--- src/lsu_pkg.sv ---
/* Data TCM load/store unit shared definitions
   Widths, two-bank geometry and access-size codes */
`default_nettype none

package lsu_pkg;

	// Data and address width of the core
	localparam int XLEN = 64;

	// Word index width of one bank, 1024 doublewords each
	localparam int DTCM_AW = 10;
	localparam int DTCM_WORDS = 1 << DTCM_AW;

	// Byte lane bits inside one doubleword
	// Bit LANE_W of the address picks the bank
	localparam int LANE_W = 3;
	localparam int BANK_LANES = 1 << LANE_W;

	// Destination register index, five bits plus a rename bit
	localparam int RD_W = 6;

	typedef logic [XLEN-1:0] xlen_t;
	typedef logic [DTCM_AW-1:0] bank_addr_t;
	typedef logic [BANK_LANES-1:0] byte_mask_t;
	typedef logic [1:0] mem_size_t;
	typedef logic [RD_W-1:0] rd_idx_t;

	// Access size codes, log2 of the byte count
	localparam mem_size_t SIZE_B = 2'd0;
	localparam mem_size_t SIZE_H = 2'd1;
	localparam mem_size_t SIZE_W = 2'd2;
	localparam mem_size_t SIZE_D = 2'd3;

endpackage

`default_nettype wire

--- src/bank_if.sv ---
/* Request and read data of one doubleword bank */
`default_nettype none

interface bank_if;

	// Word index inside the bank
	lsu_pkg::bank_addr_t addr;
	// Store data, already lane aligned
	lsu_pkg::xlen_t wdata;
	logic wen;
	// One enable per byte lane
	lsu_pkg::byte_mask_t wmask;
	// Registered read word, valid one edge after addr
	lsu_pkg::xlen_t rdata;

	// Access stage side
	modport access (
		output addr,
		output wdata,
		output wen,
		output wmask
	);

	// Memory side
	modport bank (
		input addr,
		input wdata,
		input wen,
		input wmask,
		output rdata
	);

	// Load alignment side
	modport reader (
		input rdata
	);

endinterface

`default_nettype wire

--- src/lsu_pipe_if.sv ---
/* Descriptor of the access taken on the previous edge
   Passed from the access stage to the load alignment stage */
`default_nettype none

interface lsu_pipe_if;

	// An access was accepted on the last edge
	logic valid;
	// Load when set, store otherwise
	logic is_load;
	lsu_pkg::mem_size_t size;
	logic is_unsigned;
	lsu_pkg::rd_idx_t rd;
	// Bank select bit and byte lane of the first byte
	logic [lsu_pkg::LANE_W:0] offset;

	modport src (
		output valid,
		output is_load,
		output size,
		output is_unsigned,
		output rd,
		output offset
	);

	modport dst (
		input valid,
		input is_load,
		input size,
		input is_unsigned,
		input rd,
		input offset
	);

endinterface

`default_nettype wire

--- src/lsu_load_align.sv ---
/* Load alignment stage of the data TCM unit
   Merges both bank words, extracts and extends the load, registers writeback */
`default_nettype none

module lsu_load_align (
	input wire logic CLK,
	input wire logic rst_n,

	bank_if.reader even,
	bank_if.reader odd,
	lsu_pipe_if.dst pipe,

	output logic wb_valid,
	output lsu_pkg::xlen_t wb_res,
	output lsu_pkg::rd_idx_t wb_rd
);

	logic [2*lsu_pkg::XLEN-1:0] window;
	logic [2*lsu_pkg::XLEN-1:0] shifted;
	lsu_pkg::xlen_t raw;
	lsu_pkg::xlen_t ext;
	logic is_rd;

	// First bank of the access goes to the low half
	assign window = pipe.offset[lsu_pkg::LANE_W] ? {even.rdata, odd.rdata}
		: {odd.rdata, even.rdata};

	// Addressed byte down to lane 0
	assign shifted = window >> {pipe.offset[lsu_pkg::LANE_W-1:0], 3'b000};
	assign raw = shifted[lsu_pkg::XLEN-1:0];

	// Sign or zero fill above the loaded size
	always_comb begin
		case (pipe.size)
			lsu_pkg::SIZE_B: begin
				ext = pipe.is_unsigned ? {56'b0, raw[7:0]}
					: {{56{raw[7]}}, raw[7:0]};
			end
			lsu_pkg::SIZE_H: begin
				ext = pipe.is_unsigned ? {48'b0, raw[15:0]}
					: {{48{raw[15]}}, raw[15:0]};
			end
			lsu_pkg::SIZE_W: begin
				ext = pipe.is_unsigned ? {32'b0, raw[31:0]}
					: {{32{raw[31]}}, raw[31:0]};
			end
			default: ext = raw;
		endcase
	end

	// Only a live load returns data
	assign is_rd = pipe.valid & pipe.is_load;

	always_ff @(posedge CLK or negedge rst_n) begin
		if (!rst_n) begin
			wb_valid <= 1'b0;
			wb_res <= '0;
			wb_rd <= '0;
		end else begin
			// Stores pulse too, with zero result and rd
			wb_valid <= pipe.valid;
			wb_res <= is_rd ? ext : '0;
			wb_rd <= is_rd ? pipe.rd : '0;
		end
	end

endmodule

`default_nettype wire

--- src/flat_wrapper.sv ---
// flat-port wrapper written by rule: the top's interface ports become plain ports
module lsu_load_align_flat 
  (CLK, rst_n, wb_valid, wb_res, wb_rd, even_rdata, odd_rdata, pipe_valid, pipe_is_load, pipe_size, pipe_is_unsigned, pipe_rd, pipe_offset);
  bank_if even_i ();
  bank_if odd_i ();
  lsu_pipe_if pipe_i ();
  input wire logic CLK;
  input wire logic rst_n;
  output logic wb_valid;
  output lsu_pkg::xlen_t wb_res;
  output lsu_pkg::rd_idx_t wb_rd;
  input wire logic [$bits(even_i.rdata)-1:0] even_rdata;
  input wire logic [$bits(odd_i.rdata)-1:0] odd_rdata;
  input wire logic [$bits(pipe_i.valid)-1:0] pipe_valid;
  input wire logic [$bits(pipe_i.is_load)-1:0] pipe_is_load;
  input wire logic [$bits(pipe_i.size)-1:0] pipe_size;
  input wire logic [$bits(pipe_i.is_unsigned)-1:0] pipe_is_unsigned;
  input wire logic [$bits(pipe_i.rd)-1:0] pipe_rd;
  input wire logic [$bits(pipe_i.offset)-1:0] pipe_offset;
  assign even_i.rdata = even_rdata;
  assign odd_i.rdata = odd_rdata;
  assign pipe_i.valid = pipe_valid;
  assign pipe_i.is_load = pipe_is_load;
  assign pipe_i.size = pipe_size;
  assign pipe_i.is_unsigned = pipe_is_unsigned;
  assign pipe_i.rd = pipe_rd;
  assign pipe_i.offset = pipe_offset;
  lsu_load_align u_core (.CLK(CLK), .rst_n(rst_n), .even(even_i), .odd(odd_i), .pipe(pipe_i), .wb_valid(wb_valid), .wb_res(wb_res), .wb_rd(wb_rd));
endmodule
--- config.mk ---
export PLATFORM = sky130hd
export DESIGN_NAME = lsu_load_align_flat
export DESIGN_NICKNAME = d
export VERILOG_FILES = /design/src/lsu_pkg.sv /design/src/bank_if.sv /design/src/lsu_pipe_if.sv /design/src/lsu_load_align.sv /design/src/flat_wrapper.sv
export SDC_FILE = /design/constraint.sdc
export NUM_CORES = 1
export LEC_CHECK = 0
export ABC_AREA = 1
export BUFFER_PORTS_ARGS = -buffer_cell sky130_fd_sc_hd__buf_4
export CORE_UTILIZATION = 57
export DETAILED_ROUTE_END_ITERATION = 16
export GPL_ROUTABILITY_DRIVEN = 0
export PLACE_DENSITY = 0.88
export SLEW_MARGIN = 0
export SYNTH_ARGS = -nofsm -noshare
export SYNTH_HDL_FRONTEND = slang
export SYNTH_SLANG_ARGS = --single-unit
--- constraint.sdc ---
create_clock -name CLK -period 0.9 [get_ports CLK]
set_input_delay 0.045 -clock CLK [delete_from_list [all_inputs] [get_ports CLK]]
set_output_delay 0.045 -clock CLK [all_outputs]
set_load 0.005 [all_outputs]
==> run_results.csv, run 1 <==
group,metric,value,unit
logic_synthesis,synth_cell_types,35,
floorplan,ios,216,
logic_synthesis,synth_area,6940,um2
clock_network,cts_htree_levels,3,
place,io_buffers,215,
clock_network,cts_made_buffers,9,
logic_synthesis,ys_warn_count,0,
logic_synthesis,synth_edf_count,0,
logic_synthesis,avgSynthCellArea,5.93,um2
logic_synthesis,synthAdderAreaFrac,0,%
logic_synthesis,syn_nets,1316,
logic_synthesis,synth_xor_area_share,0,%
logic_synthesis,synth-seq-area-share,25.6,%
logic_synthesis,ys_ff_latch,71,
logic_synthesis,synth-simple-area-share,43.7,%
clock_network,clock_path_buffers,2,
run_status,lastStage,"clock tree synthesis (4_1_cts)",
logic_synthesis,synthMuxAreaShare,2.45,%
place,dp_hpwl,19.9,mm
clock_network,cts.sinks,71,
logic_synthesis,synthArstFlopShare,100,%
logic_synthesis,synth_top_family_by_area,"simple AND/OR/NAND/NOR gates",
clock_network,cts_resized,294,
logic_synthesis,syn-instance-count,1171,
floorplan,rows,39,
run_status,tool.error,"[ERROR DPL-0033] detailed placement checks failed during check placement.",
clock_network,post_cts_buffers,21,
floorplan,die_x,112,um
clock_network,holdBufCountCts,8,
logic_synthesis,ys.flop_type,"dfrtp_1",
clock_network,root_buffer,"clkbuf_16",
floorplan,die_y,112,um
place,place_area,9400,um2
floorplan,initial_core_util,59.5,%
logic_synthesis,synth_compound_area_share,17.0,%
run_status,status,"did not finish",
[cell families after synthesis]
| kind of cell | count (synthesis) |
|---|---|
| muxes | 17 |
| and+or+nand+nor | 708 |
| DFF | 71 |
| buffers and inverters | 157 |
| AOI/OAI and AO/OA | 218 |
[cell usage after synthesis (6+ instances only)]
| cell | n | area [um2] |
|---|---|---|
| a21oi_1 | 65 | 325 |
| and2_1 | 6 | 37.5 |
| buf_1 | 15 | 56.3 |
| buf_2 | 29 | 145 |
| buf_4 | 8 | 60.1 |
| buf_6 | 16 | 180 |
| clkbuf_1 | 29 | 109 |
| dfrtp_1 | 71 | 1780 |
| inv_1 | 57 | 214 |
| mux2i_1 | 17 | 170 |
| nand2_1 | 412 | 1550 |
| nand3_1 | 183 | 916 |
| nor2_1 | 66 | 248 |
| o211ai_1 | 21 | 158 |
| o21ai_0 | 74 | 370 |
| o21ai_1 | 44 | 220 |
| or2_1 | 6 | 37.5 |
| or2_2 | 23 | 144 |
[stage by stage]
| stage | std cells | hold WS, ns | util (%) | TNS [ns] | setup WS [ns] |
|---|---|---|---|---|---|
| 3_5_place_dp | 1541 | -0.0561 | 80.6 | -45.04 | -0.861 |
| 2_1_floorplan | 1171 | -0.251 | - | -20.00 | -0.388 |
| 3_3_place_gp | 1541 | -0.0576 | 80.6 | -41.64 | -0.781 |
==> run 2, diff against run 1 <==
--- a/config.mk
+++ b/config.mk
@@ -7,10 +7,10 @@
 export LEC_CHECK = 0
 export ABC_AREA = 1
 export BUFFER_PORTS_ARGS = -buffer_cell sky130_fd_sc_hd__buf_4
-export CORE_UTILIZATION = 57
+export CORE_UTILIZATION = 40
 export DETAILED_ROUTE_END_ITERATION = 16
 export GPL_ROUTABILITY_DRIVEN = 0
-export PLACE_DENSITY = 0.88
+export PLACE_DENSITY_LB_ADDON = 0.15
 export SLEW_MARGIN = 0
 export SYNTH_ARGS = -nofsm -noshare
 export SYNTH_HDL_FRONTEND = slang
==> run 2 against run 1 <==
The flow now finishes, with violations (setup timing). Synthesized area is the same. Synthesized cell count is the same.
==> run_results.csv, run 2 <==
group,metric,value,unit
floorplan,rows,47,
logic_synthesis,synth_xor_area_share,0,%
routing,vias_per_cell,5.46,
critical_path,cp.arrival,1.39,ns
routing,drt-initial-drc-count,524,
place,place_area,9620,um2
timing,fin_ws,-0.288,ns
logic_synthesis,syn_nets,1316,
min_path,worstHoldPathType,"in -> async",
finish,drive_above_1_share,38.3,%
power,p_sw_share,33.2,%
timing,period_minus_slack,1.19,ns
finish,top_regs,"u_core.wb_res x64, u_core.wb_rd x6, u_core.wb_valid x1",
critical_path,critPathKind,"in -> reg",
floorplan,ios,216,
timing,tightest_slew,0.466,ns
logic_synthesis,syn-instance-count,1171,
clock_network,cts_htree_levels,3,
grt,antenna_found_initial,0,
logic_synthesis,synth_area,6940,um2
finish,largest_reg_flops,64,
logic_synthesis,synth_compound_area_share,17.0,%
place,dp_hpwl,20.7,mm
routing,drt_pre_antenna_iters,5,
critical_path,slowest_stage,"bufbuf_16",
logic_synthesis,synth_edf_count,0,
critical_path,cp.depth,12,
grt,grt_usage,31.5,%
power,p_leak,5.89,nW
finish,final_core_util,67.1,%
finish,fillers,1504,
timing,drv_slew,0,
finish,fin_area,11300,um2
critical_path,startpoint_type,"input port",
logic_synthesis,synth_top_area_cell,"dfrtp_1",
floorplan,initial_core_util,41.4,%
logic_synthesis,ys_ff_latch,71,
logic_synthesis,synthAdderAreaFrac,0,%
clock_network,clock_path_buffers,2,
critical_path,slowest_delay,0.26,ns
power,max-vdd-ir-drop,0.00142,V
finish,nNetsFinal,1589,
clock_network,cts_tree,"yes",
job,max_cap_viol_count,0,
logic_synthesis,synthMuxAreaShare,2.45,%
place,io_buffers,215,
place,dp_slack,-0.827,ns
clock_network,root_buffer,"clkbuf_16",
critical_path,worstSetupStartpoint,"pipe_offset[3]",
finish,layout_commonest_cell,"nand2_1",
logic_synthesis,synthTopCellsByCount,"nand2_1 (412), nand3_1 (183), o21ai_0 (74)",
power,p_int,0.00810,W
critical_path,worstPathMaxFanout,7,
clock_network,cts.sinks,71,
routing,wl_per_cell,17.2,um
timing,holdWs,0.117,ns
floorplan,core-area,16800,um2
finish,diodes,0,
power,power.total,0.0121,W
run_status,status,"finished with violations",
logic_synthesis,synth-simple-area-share,43.7,%
timing,relSlewSlack,68.8,%
logic_synthesis,ys.flop_type,"dfrtp_1",
logic_synthesis,synthArstFlopShare,100,%
grt,grt_pass1_wl,43.7,mm
power,pwr-share-clk,29.5,%
floorplan,die-area,17900,um2
routing,wl,28.7,mm
power,seqPwrFrac,28.2,%
logic_synthesis,synth_cell_types,35,
critical_path,crit_chain,"bufbuf_16, nand2_2, nand3_2, nand3_1, nand2_2, nand2_2, nand2_1, nand3b_1, nand3_2, nand2_4, clkbuf_16, nor2_1",
timing,fin_crit_sh,132,%
timing,final-hold-violation-count,0,
timing,grt_setup_unrepaired,"true",
grt,grt_max_degree,45,
clock_network,cts_made_buffers,9,
clock_network,clk_pin_slew_worst_paths,0.05,ns
timing,setup_viol,62,
floorplan,die_x,134,um
floorplan,die_y,134,um
logic_synthesis,yosys.cell_count.top_type,"nand2_1",
routing,drc_errors,0,
logic_synthesis,ys_warn_count,0,
grt,overflow,0,
finish,final_cell_mix,"nand2_1 (388), buf_4 (282), nand3_1 (140)",
finish,regMostFlops,"u_core.wb_res",
routing,ant_nets,0,
timing,fmax,842,MHz
critical_path,cp-end-kind,"register",
power,power_density,1080,nW/um2
power,p_comb_share,42.3,%
finish,area_delta_synth_final,62.1,%
critical_path,endpoint,"u_core.wb_res[51]$_DFF_PN0_",
logic_synthesis,avgSynthCellArea,5.93,um2
routing,vias,9117,
logic_synthesis,netlist_top_cells_area,"dfrtp_1 (26%), nand2_1 (22%), nand3_1 (13%)",
critical_path,path_common_cell,"nand2_2",
logic_synthesis,synth_top_family_by_area,"simple AND/OR/NAND/NOR gates",
critical_path,crit_family,"simple AND/OR/NAND/NOR gates",
logic_synthesis,yosys.area.top_type_share,25.6,%
logic_synthesis,synth-seq-area-share,25.6,%
run_status,violations,"setup timing",
power,power_switching,0.00403,W
critical_path,path_buf_inv,2,
critical_path,cp.required,1.10,ns
grt,grt_pass1_vias,8936,
[run 2: cell counts after synthesis]
No cell type changed its count.
[run 2: worst min-delay path by stage]
stage	end	slack, ns	cells after the start
floorplan	u_core.wb_rd[0]$_DFF_PN0_	-0.25	0
finish	u_core.wb_res[22]$_DFF_PN0_	0.12	2
detailed placement	u_core.wb_res[12]$_DFF_PN0_	-0.09	1
global placement	u_core.wb_res[22]$_DFF_PN0_	-0.09	1
CTS	u_core.wb_res[52]$_DFF_PN0_	0.11	2
global route	u_core.wb_res[22]$_DFF_PN0_	0.12	2
[run 2: routing by layer]
layer	vias up	track usage [%]	share of wire, %
li1	4413	-	-
met1	4251	32.0	36
met2	345	61.1	54
met3	108	4.11	4.2
met4	0	17.4	5.8
met5	-	0	0
[run 2: layout make-up]
cell class	instances	area [um2]	area share (%)
flip-flops and latches	71	1780	15.8
clock inverters	3	40.0	0.356
repair buffers	357	3400	30.3
inverters	60	263	2.34
multi-input cells	943	5190	46.1
clock buffers	13	270	2.40
well taps	220	275	2.45
repair inverters	2	32.5	0.289
[run 2: cells by family (layout without fill, tap and decap cells)]
| kind of cell | after synthesis | count (layout) |
|---|---|---|
| flops | 71 | 71 |
| mux | 17 | 17 |
| simple gates | 708 | 708 |
| compound gates | 218 | 218 |
| buf+inv | 157 | 435 |
[run 2: metrics by stage]
stage                     setup TNS (ns)  instances
after floorplan                   -20.00       1171
after global placement            -45.41       1629
after detailed placement          -46.31       1629
after CTS                         -11.94       1663
after global routing              -17.47       1669
final                             -13.13       1669
[run 2: power by group through the flow]
| stage | sequential (W) | combinational, W | clock [W] |
|---|---|---|---|
| after floorplan | 0.00347 | 0.00240 | 0 |
| after global placement | 0.00346 | 0.00424 | 0 |
| after detailed placement | 0.00346 | 0.00428 | 0 |
| after CTS | 0.00341 | 0.00478 | 0.00365 |
| after global routing | 0.00343 | 0.00557 | 0.00380 |
| final | 0.00342 | 0.00513 | 0.00358 |
[run 2: what timing repair did]
action	CTS	global route
gates resized for setup	117	104
endpoints found under the hold margin	78	0
hold buffers	8	0
setup endpoints to repair	68	85
buffers inserted	0	2
cloned	10	4
pin swaps	14	25
No activity file was read; power rests on OpenSTA's default activity.
