$ cat config.mk
export PLATFORM = sky130hd
export DESIGN_NAME = lsu_access_flat
export DESIGN_NICKNAME = d
export VERILOG_FILES = /design/src/lsu_pkg.sv /design/src/bank_if.sv /design/src/lsu_pipe_if.sv /design/src/lsu_access.sv /design/src/flat_wrapper.sv
export SDC_FILE = /design/constraint.sdc
export NUM_CORES = 1
export LEC_CHECK = 0
export BUFFER_PORTS_ARGS = -buffer_cell sky130_fd_sc_hd__buf_4
export CORE_AREA = 5 5 148 150
export DETAILED_ROUTE_END_ITERATION = 8
export DIE_AREA = 0 0 153 155
export GPL_ROUTABILITY_DRIVEN = 0
export SYNTH_ARGS = -nofsm -noshare
export SYNTH_HDL_FRONTEND = slang
export SYNTH_SLANG_ARGS = --single-unit
export TNS_END_PERCENT = 5
$ cat constraint.sdc
create_clock -name CLK -period 2.1 [get_ports CLK]
set_input_delay 0.105 -clock CLK [delete_from_list [all_inputs] [get_ports CLK]]
set_output_delay 0.105 -clock CLK [all_outputs]
set_load 0.1 [all_outputs]
$ cat src/lsu_pkg.sv
/* Data TCM load/store unit shared definitions
   Widths, two-bank geometry and access-size codes */
`default_nettype none

package lsu_pkg;

	// Data and address width of the core
	localparam int XLEN = 64;

	// Word index width of one bank, 1024 doublewords each
	localparam int DTCM_AW = 10;
	localparam int DTCM_WORDS = 1 << DTCM_AW;

	// Byte lane bits inside one doubleword
	// Bit LANE_W of the address picks the bank
	localparam int LANE_W = 3;
	localparam int BANK_LANES = 1 << LANE_W;

	// Destination register index, five bits plus a rename bit
	localparam int RD_W = 6;

	typedef logic [XLEN-1:0] xlen_t;
	typedef logic [DTCM_AW-1:0] bank_addr_t;
	typedef logic [BANK_LANES-1:0] byte_mask_t;
	typedef logic [1:0] mem_size_t;
	typedef logic [RD_W-1:0] rd_idx_t;

	// Access size codes, log2 of the byte count
	localparam mem_size_t SIZE_B = 2'd0;
	localparam mem_size_t SIZE_H = 2'd1;
	localparam mem_size_t SIZE_W = 2'd2;
	localparam mem_size_t SIZE_D = 2'd3;

endpackage

`default_nettype wire

$ cat src/bank_if.sv
/* Request and read data of one doubleword bank */
`default_nettype none

interface bank_if;

	// Word index inside the bank
	lsu_pkg::bank_addr_t addr;
	// Store data, already lane aligned
	lsu_pkg::xlen_t wdata;
	logic wen;
	// One enable per byte lane
	lsu_pkg::byte_mask_t wmask;
	// Registered read word, valid one edge after addr
	lsu_pkg::xlen_t rdata;

	// Access stage side
	modport access (
		output addr,
		output wdata,
		output wen,
		output wmask
	);

	// Memory side
	modport bank (
		input addr,
		input wdata,
		input wen,
		input wmask,
		output rdata
	);

	// Load alignment side
	modport reader (
		input rdata
	);

endinterface

`default_nettype wire

$ cat src/lsu_pipe_if.sv
/* Descriptor of the access taken on the previous edge
   Passed from the access stage to the load alignment stage */
`default_nettype none

interface lsu_pipe_if;

	// An access was accepted on the last edge
	logic valid;
	// Load when set, store otherwise
	logic is_load;
	lsu_pkg::mem_size_t size;
	logic is_unsigned;
	lsu_pkg::rd_idx_t rd;
	// Bank select bit and byte lane of the first byte
	logic [lsu_pkg::LANE_W:0] offset;

	modport src (
		output valid,
		output is_load,
		output size,
		output is_unsigned,
		output rd,
		output offset
	);

	modport dst (
		input valid,
		input is_load,
		input size,
		input is_unsigned,
		input rd,
		input offset
	);

endinterface

`default_nettype wire

$ cat src/lsu_access.sv
/* Access stage of the data TCM unit
   Load over store arbitration, bank split, store lane masks and data */
`default_nettype none

module lsu_access (
	input wire logic CLK,
	input wire logic rst_n,

	input wire logic lu_valid,
	input wire lsu_pkg::mem_size_t lu_size,
	input wire logic lu_unsigned,
	input wire lsu_pkg::rd_idx_t lu_rd,
	input wire lsu_pkg::xlen_t lu_addr,
	output logic lu_ready,

	input wire logic su_valid,
	input wire lsu_pkg::mem_size_t su_size,
	input wire lsu_pkg::xlen_t su_addr,
	input wire lsu_pkg::xlen_t su_data,
	output logic su_ready,

	bank_if.access even,
	bank_if.access odd,
	lsu_pipe_if.src pipe
);

	logic store_sel;
	logic take;
	lsu_pkg::xlen_t addr;
	logic bank_hi;
	logic [lsu_pkg::LANE_W-1:0] lane;
	lsu_pkg::bank_addr_t word_idx;
	logic [2*lsu_pkg::BANK_LANES-1:0] mask_base;
	logic [2*lsu_pkg::BANK_LANES-1:0] mask_span;
	logic [2*lsu_pkg::XLEN-1:0] data_span;

	// Memory never stalls, loads always go
	assign lu_ready = 1'b1;
	// Store waits while a load is offered
	assign su_ready = ~lu_valid;

	assign store_sel = su_valid & ~lu_valid;
	assign take = lu_valid | su_valid;

	// Address of the winning request
	assign addr = lu_valid ? lu_addr : su_addr;
	assign bank_hi = addr[lsu_pkg::LANE_W];
	assign lane = addr[lsu_pkg::LANE_W-1:0];
	assign word_idx = addr[lsu_pkg::LANE_W+1 +: lsu_pkg::DTCM_AW];

	// First byte in odd bank pushes the even bank to the next row
	// Wraps over the bank depth
	assign even.addr = bank_hi ? word_idx + 1'b1 : word_idx;
	assign odd.addr = word_idx;

	// Byte enables of the store before the lane shift
	always_comb begin
		case (su_size)
			lsu_pkg::SIZE_B: mask_base = 16'h0001;
			lsu_pkg::SIZE_H: mask_base = 16'h0003;
			lsu_pkg::SIZE_W: mask_base = 16'h000f;
			default: mask_base = 16'h00ff;
		endcase
	end

	// Spread over two doublewords, low half is the first bank
	assign mask_span = mask_base << lane;
	assign data_span = {{lsu_pkg::XLEN{1'b0}}, su_data} << {lane, 3'b000};

	// Swap halves when the first byte sits in the odd bank
	assign even.wmask = bank_hi ? mask_span[15:8] : mask_span[7:0];
	assign odd.wmask = bank_hi ? mask_span[7:0] : mask_span[15:8];
	assign even.wdata = bank_hi ? data_span[127:64] : data_span[63:0];
	assign odd.wdata = bank_hi ? data_span[63:0] : data_span[127:64];

	// Both banks write for any store, masks pick the lanes
	assign even.wen = store_sel;
	assign odd.wen = store_sel;

	// Descriptor for the alignment stage
	always_ff @(posedge CLK or negedge rst_n) begin
		if (!rst_n) begin
			pipe.valid <= 1'b0;
			pipe.is_load <= 1'b0;
			pipe.size <= lsu_pkg::SIZE_B;
			pipe.is_unsigned <= 1'b0;
			pipe.rd <= '0;
			pipe.offset <= '0;
		end else begin
			pipe.valid <= take;
			pipe.is_load <= lu_valid;
			pipe.size <= lu_valid ? lu_size : su_size;
			// Stores carry no extension or destination
			pipe.is_unsigned <= lu_valid & lu_unsigned;
			pipe.rd <= lu_valid ? lu_rd : '0;
			pipe.offset <= addr[lsu_pkg::LANE_W:0];
		end
	end

endmodule

`default_nettype wire

$ cat src/flat_wrapper.sv
// flat-port wrapper written by rule: the top's interface ports become plain ports
module lsu_access_flat 
  (CLK, rst_n, lu_valid, lu_size, lu_unsigned, lu_rd, lu_addr, lu_ready, su_valid, su_size, su_addr, su_data, su_ready, even_addr, even_wdata, even_wen, even_wmask, odd_addr, odd_wdata, odd_wen, odd_wmask, pipe_valid, pipe_is_load, pipe_size, pipe_is_unsigned, pipe_rd, pipe_offset);
  bank_if even_i ();
  bank_if odd_i ();
  lsu_pipe_if pipe_i ();
  input wire logic CLK;
  input wire logic rst_n;
  input wire logic lu_valid;
  input wire lsu_pkg::mem_size_t lu_size;
  input wire logic lu_unsigned;
  input wire lsu_pkg::rd_idx_t lu_rd;
  input wire lsu_pkg::xlen_t lu_addr;
  output logic lu_ready;
  input wire logic su_valid;
  input wire lsu_pkg::mem_size_t su_size;
  input wire lsu_pkg::xlen_t su_addr;
  input wire lsu_pkg::xlen_t su_data;
  output logic su_ready;
  output wire logic [$bits(even_i.addr)-1:0] even_addr;
  output wire logic [$bits(even_i.wdata)-1:0] even_wdata;
  output wire logic [$bits(even_i.wen)-1:0] even_wen;
  output wire logic [$bits(even_i.wmask)-1:0] even_wmask;
  output wire logic [$bits(odd_i.addr)-1:0] odd_addr;
  output wire logic [$bits(odd_i.wdata)-1:0] odd_wdata;
  output wire logic [$bits(odd_i.wen)-1:0] odd_wen;
  output wire logic [$bits(odd_i.wmask)-1:0] odd_wmask;
  output wire logic [$bits(pipe_i.valid)-1:0] pipe_valid;
  output wire logic [$bits(pipe_i.is_load)-1:0] pipe_is_load;
  output wire logic [$bits(pipe_i.size)-1:0] pipe_size;
  output wire logic [$bits(pipe_i.is_unsigned)-1:0] pipe_is_unsigned;
  output wire logic [$bits(pipe_i.rd)-1:0] pipe_rd;
  output wire logic [$bits(pipe_i.offset)-1:0] pipe_offset;
  assign even_addr = even_i.addr;
  assign even_wdata = even_i.wdata;
  assign even_wen = even_i.wen;
  assign even_wmask = even_i.wmask;
  assign odd_addr = odd_i.addr;
  assign odd_wdata = odd_i.wdata;
  assign odd_wen = odd_i.wen;
  assign odd_wmask = odd_i.wmask;
  assign pipe_valid = pipe_i.valid;
  assign pipe_is_load = pipe_i.is_load;
  assign pipe_size = pipe_i.size;
  assign pipe_is_unsigned = pipe_i.is_unsigned;
  assign pipe_rd = pipe_i.rd;
  assign pipe_offset = pipe_i.offset;
  lsu_access u_core (.CLK(CLK), .rst_n(rst_n), .lu_valid(lu_valid), .lu_size(lu_size), .lu_unsigned(lu_unsigned), .lu_rd(lu_rd), .lu_addr(lu_addr), .lu_ready(lu_ready), .su_valid(su_valid), .su_size(su_size), .su_addr(su_addr), .su_data(su_data), .su_ready(su_ready), .even(even_i), .odd(odd_i), .pipe(pipe_i));
endmodule
==> results of run 1 <==
-- through the flow --
stage                     utilization [%]  worst slack (ns)
after CTS                            46.2           -0.0446
after detailed placement             44.9            -0.153
after global placement               44.9            -0.144
after floorplan                         -            -0.525
after global routing                 47.3           -0.0693
final                                47.3          -0.00509
-- registers in the layout, summed over array words and instances, names as in the netlist --
signal / cells
u_core.pipe.offset: 4
u_core.pipe.size: 2
u_core.pipe.rd: 6
u_core.pipe.is_unsigned: 1
u_core.pipe.valid: 1
u_core.pipe.is_load: 1
-- power by group through the flow --
| stage | Combinational [W] | Sequential (W) | Clock [W] |
|---|---|---|---|
| 2_1_floorplan | 0.00456 | 0.000448 | 0 |
| 3_3_place_gp | 0.00624 | 0.000316 | 0 |
| 3_5_place_dp | 0.00626 | 0.000316 | 0 |
| 4_1_cts | 0.00636 | 0.000312 | 0.000361 |
| 5_1_grt | 0.00666 | 0.000314 | 0.000375 |
| 6_report | 0.00645 | 0.000312 | 0.000355 |
-- layout make-up --
cell class | instances | area share (%)
clock buffer | 4 | 0.811
timing repair buffer | 404 | 36.1
tap | 275 | 3.54
inverter | 20 | 0.824
sequential | 15 | 3.86
multi-input combinational | 558 | 54.9
-- path summary, 6_finish.rpt --
path / to / startpoint / cells past startpoint / slack [ns]
min in group asynchronous: u_core.pipe.rd[1] / rst_n / 2 / 0.26
max in group asynchronous: u_core.pipe.rd[5] / rst_n / 2 / 1.67
worst min-delay path: u_core.pipe.is_unsigned / lu_unsigned / 2 / 0.08
worst max-delay path: even_wdata[22] / lu_valid / 9 / -0.005
-- cells by family after synthesis --
logic type | Yosys count
XOR/XNOR | 9
adder cells (fa/ha/maj) | 1
buffers and inverters | 112
AO/OA/AOI/OAI | 225
other | 1
flip-flops | 15
AND/OR/NAND/NOR | 192
multiplexers | 130
-- synth_stat cells, drive strengths merged, types with 4 or more instances --
| master | n |
|---|---|
| nand2 | 87 |
| nand3 | 14 |
| o21ai | 38 |
| o41ai | 16 |
| mux2i | 74 |
| o221a | 8 |
| dfrtp | 15 |
| a221oi | 9 |
| mux4 | 24 |
| mux2 | 32 |
| and2 | 7 |
| a22oi | 9 |
| a31oi | 40 |
| o22ai | 10 |
| o211ai | 9 |
| buf | 61 |
| nor2 | 44 |
| inv | 20 |
| a32oi | 17 |
| o221ai | 33 |
| nand4 | 26 |
| a22o | 4 |
| a21oi | 21 |
| clkbuf | 31 |
| nor4 | 8 |
| xnor2 | 8 |
-- layer usage --
layer	global-route usage (%)	vias up	part of all wire, %
met3	4.34	56	7.0
met2	42.8	359	51
met5	0	-	0
met4	6.53	0	3.4
li1	-	3349	-
met1	27.2	3556	38
-- critical path, stage by stage --
cell and delay, ns:
buf_6 0.12, mux2i_4 0.20, inv_4 0.11, buf_4 0.21, mux2_2 0.37, buf_4 0.15, a221oi_2 0.36, mux2i_2 0.12
buf_4 0.25
-- what timing repair did --
action	in CTS	in global routing
pin swaps	0	2
endpoints found under the hold margin	15	0
setup endpoints to repair	110	128
resized for setup	43	49
setup buffers	0	1
hold buffers	1	0
==> results.yml, run 1 <==
global_route:
  antenna_found_initial: 0
  grt_pass1_vias: 7444
  grt_pass1_wl_um: 43700
  grt_max_degree: 48
  overflow: 0
  grt.total_usage_pct: 23.1
clock_tree:
  clkSlewWorstSetupHoldPaths_ns: 0.05
  cts.htree.levels: 1
  cts_root_buf: "clkbuf_16"
  cts_tree: "yes"
  cts_sinks: 15
  ctsLongestPathBuffers: 2
  cts-buffers-inserted: 3
logic_synthesis:
  synthDominantCellAreaShare_pct: 13.6
  ys_seq_elements: 15
  avgSynthCellArea_um2: 7.65
  syn_area_um2: 5240
  yosys-top-cells-area: "mux2i_1, mux4_2, dfrtp_1"
  syn_inst: 685
  synth_edf_count: 0
  muxShareOfSynthArea_pct: 31.9
  synth_compound_area_share_pct: 32.0
  yosysSeqAreaShare_pct: 7.17
  synth_top_family_by_area: "compound AO/OA/AOI/OAI gates"
  yosysTopAreaCell: "mux2i_1"
  synth-warning-count: 0
  synth_nets: 893
  yosys.area_share.simple_pct: 17.0
  synth_ff_type: "dfrtp_1"
  synthXorXnorAreaFrac_pct: 1.51
  synth_adder_area_share_pct: 0.239
  ys_types: 53
  async_flop_share_pct: 100
sta:
  hold_ws_ns: 0.0796
  setup_viol: 3
  fin_tns_setup_ns: -0.00674
  timing.final.crit_share_pct: 100
  fmax_ghz: 0.475
  finalCriticalPeriod_ns: 2.11
  worst_slack_ns: -0.00509
  maxSlewViolCount: 0
  max_slew_margin_pct: 59.9
  hold_viol: 0
  rsz0062_at_grt: "yes"
  worst_pin_slew_ns: 0.585
layout:
  antenna_cells: 0
  drive_above_1_share_pct: 62.5
  fill_cells: 1993
  final_design_area_no_fill_um2: 9710
  fin_nets: 1210
  multi_input_area_um2: 5330
  final_cell_mix: "buf_4, nand2_1, buf_6"
  syn_to_final_growth_pct: 85.5
  seqCellArea_um2: 375
  layout_commonest_cell: "buf_4"
  layout.cells.non_filler: 1276
power_and_ir_drop:
  switching_share_pct: 67.5
  ir_drop_uv: 398
  pwr-share-comb_pct: 90.6
  leakage_nw: 4.06
  power_w: 0.00712
  pwr-share-clk_pct: 5.0
  powerDensity_nw_per_um2: 733
  seq_power_share_pct: 4.4
  p_int_w: 0.00232
  p_switching_w: 0.00480
place:
  dpl_cell_area_um2: 9230
  numPortBuffers: 288
  dp.cells: 1270
  dp_hpwl_um: 24400
floorplan:
  die_x_um: 153
  num_rows: 53
  boundaryPins: 390
  initial_utilization_pct: 25.5
  die_h_um: 155
  core_um2: 20600
  dieArea_um2: 23700
critical_path:
  worst_setup_path_start_kind: "input port"
  crit_type: "in2out"
  cp.arrival_ns: 2.00
  cp_max_fo: 9
  critPathRequiredTime_ns: 2.00
  cp-end-kind: "output pin"
flow_run:
  cap_violations: 0
routing:
  vias: 7320
  vias_per_cell: 5.74
  ant_nets: 0
  drtIter0Drc: 447
  drc_errors: 0
  first_pass_iters: 5
  drt_wl_total_um: 29300
  routedWlPerCell_um: 23.0
run_status:
  status: "complete, but fails checks"
  violations: "negative setup slack"
min_path:
  hold_class: "in2reg"
No activity file was read; power rests on OpenSTA's default activity.
==> run 2: changes to the inputs <==
==> constraint.sdc (replaced) <==
create_clock -name CLK -period 2.3 [get_ports CLK]
set_input_delay 0.115 -clock CLK [delete_from_list [all_inputs] [get_ports CLK]]
set_output_delay 0.115 -clock CLK [all_outputs]
set_load 0.1 [all_outputs]
==> run 2 against run 1 <==
The flow now finishes without violations. First-iteration DRC count is 18% higher. Sequential cell count stayed put. Cell area is 9.2% lower. Combinational power is 14% lower. Sequential power is 8.7% lower. Hold slack better by 0.0073 ns. Power is 13% lower. Wire length is 3.1% lower. Via count is 2.7% lower. Count of clock-buffer cells in the layout stayed put. Global-route usage is 0.57 points lower. Non-clock buffer count is 35 lower. Largest power group unchanged.
==> results.yml, run 2 (same netlist as run 1, synthesis figures left out) <==
run_status:
  status: "completed"
clock_tree:
  cts.htree.levels: 1
  clkSlewWorstSetupHoldPaths_ns: 0.05
  cts_root_buf: "clkbuf_16"
  cts-buffers-inserted: 3
  cts_setup_buffers: 0
  cts_tree: "yes"
  ctsLongestPathBuffers: 2
  cts_sinks: 15
layout:
  layout_commonest_cell: "buf_4"
  drive_above_1_share_pct: 56.3
  top_register: "u_core.pipe.rd"
  fin_nets: 1175
  antenna_cells: 0
  largest_reg_flops: 6
  multi_input_area_um2: 5030
  seqCellArea_um2: 375
  final_cell_mix: "buf_4, nand2_1, mux2i_1"
  reg_top3: "u_core.pipe.rd (6), u_core.pipe.offset (4), u_core.pipe.size (2)"
  syn_to_final_growth_pct: 68.3
  fill_cells: 2100
power_and_ir_drop:
  leakage_nw: 3.75
  p_int_w: 0.00188
  ir_drop_uv: 431
  seq_power_share_pct: 4.6
  powerDensity_nw_per_um2: 701
  pwr-share-clk_pct: 5.3
  p_switching_w: 0.00429
  power_w: 0.00618
  switching_share_pct: 69.5
  pwr-share-comb_pct: 90.0
critical_path:
  cp_max_fo: 19
  critPathRequiredTime_ns: 2.18
  cp-end-kind: "output pin"
  crit_type: "in2out"
  critical-path-max-stage-delay_ns: 0.42
  cp.arrival_ns: 2.09
  crit_family: "buffers and inverters"
  worst_setup_path_start_kind: "input port"
  crit_top_cell: "buf_4"
  cp_slowest_cell: "mux2_2"
  crit_chain: "buf_6 -> mux2i_4 -> inv_4 -> buf_12 -> buf_4 -> mux2_2 -> a22oi_1 -> a31oi_2 -> buf_4"
  startpoint: "lu_valid"
  path_buf_inv: 5
min_path:
  hold_class: "in2reg"
  hp-start: "lu_rd[2]"
floorplan:
  die_x_um: 153
  die_h_um: 155
  boundaryPins: 390
  core_um2: 20600
  dieArea_um2: 23700
  num_rows: 53
  initial_utilization_pct: 25.5
routing:
  drt_wl_total_um: 28400
  vias: 7123
  drtIter0Drc: 528
  first_pass_iters: 5
  drc_errors: 0
  ant_nets: 0
  routedWlPerCell_um: 22.9
  vias_per_cell: 5.74
sta:
  maxSlewViolCount: 0
  worst_pin_slew_ns: 0.517
  max_slew_margin_pct: 64.5
  rsz0062_at_grt: "no"
  hold_ws_ns: 0.0869
  hold_viol: 0
  setup_viol: 0
  finalCriticalPeriod_ns: 2.21
  fmax_ghz: 0.453
  timing.final.crit_share_pct: 96.0
place:
  dp_hpwl_um: 23600
  numPortBuffers: 288
global_route:
  grt_pass1_vias: 7144
  antenna_found_initial: 0
  overflow: 0
  grt_pass1_wl_um: 42900
  grt.total_usage_pct: 22.5
  grt_max_degree: 66
flow_run:
  cap_violations: 0
## run 2: cell count changes in the layout (fill, tap and decap cells not counted), sizes merged
cell | before | now
buf | 403 | 368
## run 2: routing by layer
layer | vias up | routed length, um | global-route usage (%)
li1 | 3280 | - | -
met1 | 3433 | 10900 | 26.7
met2 | 374 | 14800 | 42.2
met3 | 36 | 2270 | 4.62
met4 | 0 | 534 | 4.24
met5 | - | 0 | 0
## run 2: final timing paths
kind	end	slack, ns	cells after the start
max	odd_wdata[53]	0.09	9
min	u_core.pipe.rd[2]	0.09	2
max in group asynchronous	u_core.pipe.size[0]	1.86	2
min in group asynchronous	u_core.pipe.rd[5]	0.26	2
## run 2: power groups by stage
| stage | Sequential (W) | Combinational (W) | Clock [W] |
|---|---|---|---|
| floorplan | 0.000409 | 0.00410 | 0 |
| global placement | 0.000289 | 0.00553 | 0 |
| detailed placement | 0.000289 | 0.00555 | 0 |
| CTS | 0.000285 | 0.00556 | 0.000334 |
| global route | 0.000287 | 0.00576 | 0.000346 |
| finish | 0.000285 | 0.00556 | 0.000330 |
## run 2: what timing repair did
| action | in CTS | in global routing |
|---|---|---|
| gates cloned | 0 | 0 |
| hold buffers | 1 | 0 |
| endpoints found under the setup margin | 3 | 48 |
| pin swaps | 0 | 0 |
| hold endpoints to repair | 15 | 0 |
| gates resized for setup | 1 | 8 |
## run 2: cell type report
type / count / area share (%)
Inverter: 20 / 0.908
Tap cell: 275 / 3.90
Clock buffer: 4 / 0.894
Sequential cell: 15 / 4.26
Multi-Input combinational cell: 558 / 57.0
Timing Repair Buffer: 369 / 33.0
## run 2: through the flow
| stage | TNS [ns] | std cells | cell area [um2] | setup WS (ns) | util (%) |
|---|---|---|---|---|---|
| final | 0 | 1241 | 8820 | 0.0916 | 42.9 |
| after global routing | 0 | 1241 | 8820 | 0.00182 | 42.9 |
| after CTS | 0 | 1241 | 8790 | 0.0108 | 42.7 |
| after detailed placement | -0.0903 | 1236 | 8690 | -0.0656 | 42.3 |
| after global placement | -0.0538 | 1236 | 8690 | -0.0455 | 42.3 |
| after floorplan | -40.42 | 685 | 5920 | -0.622 | - |
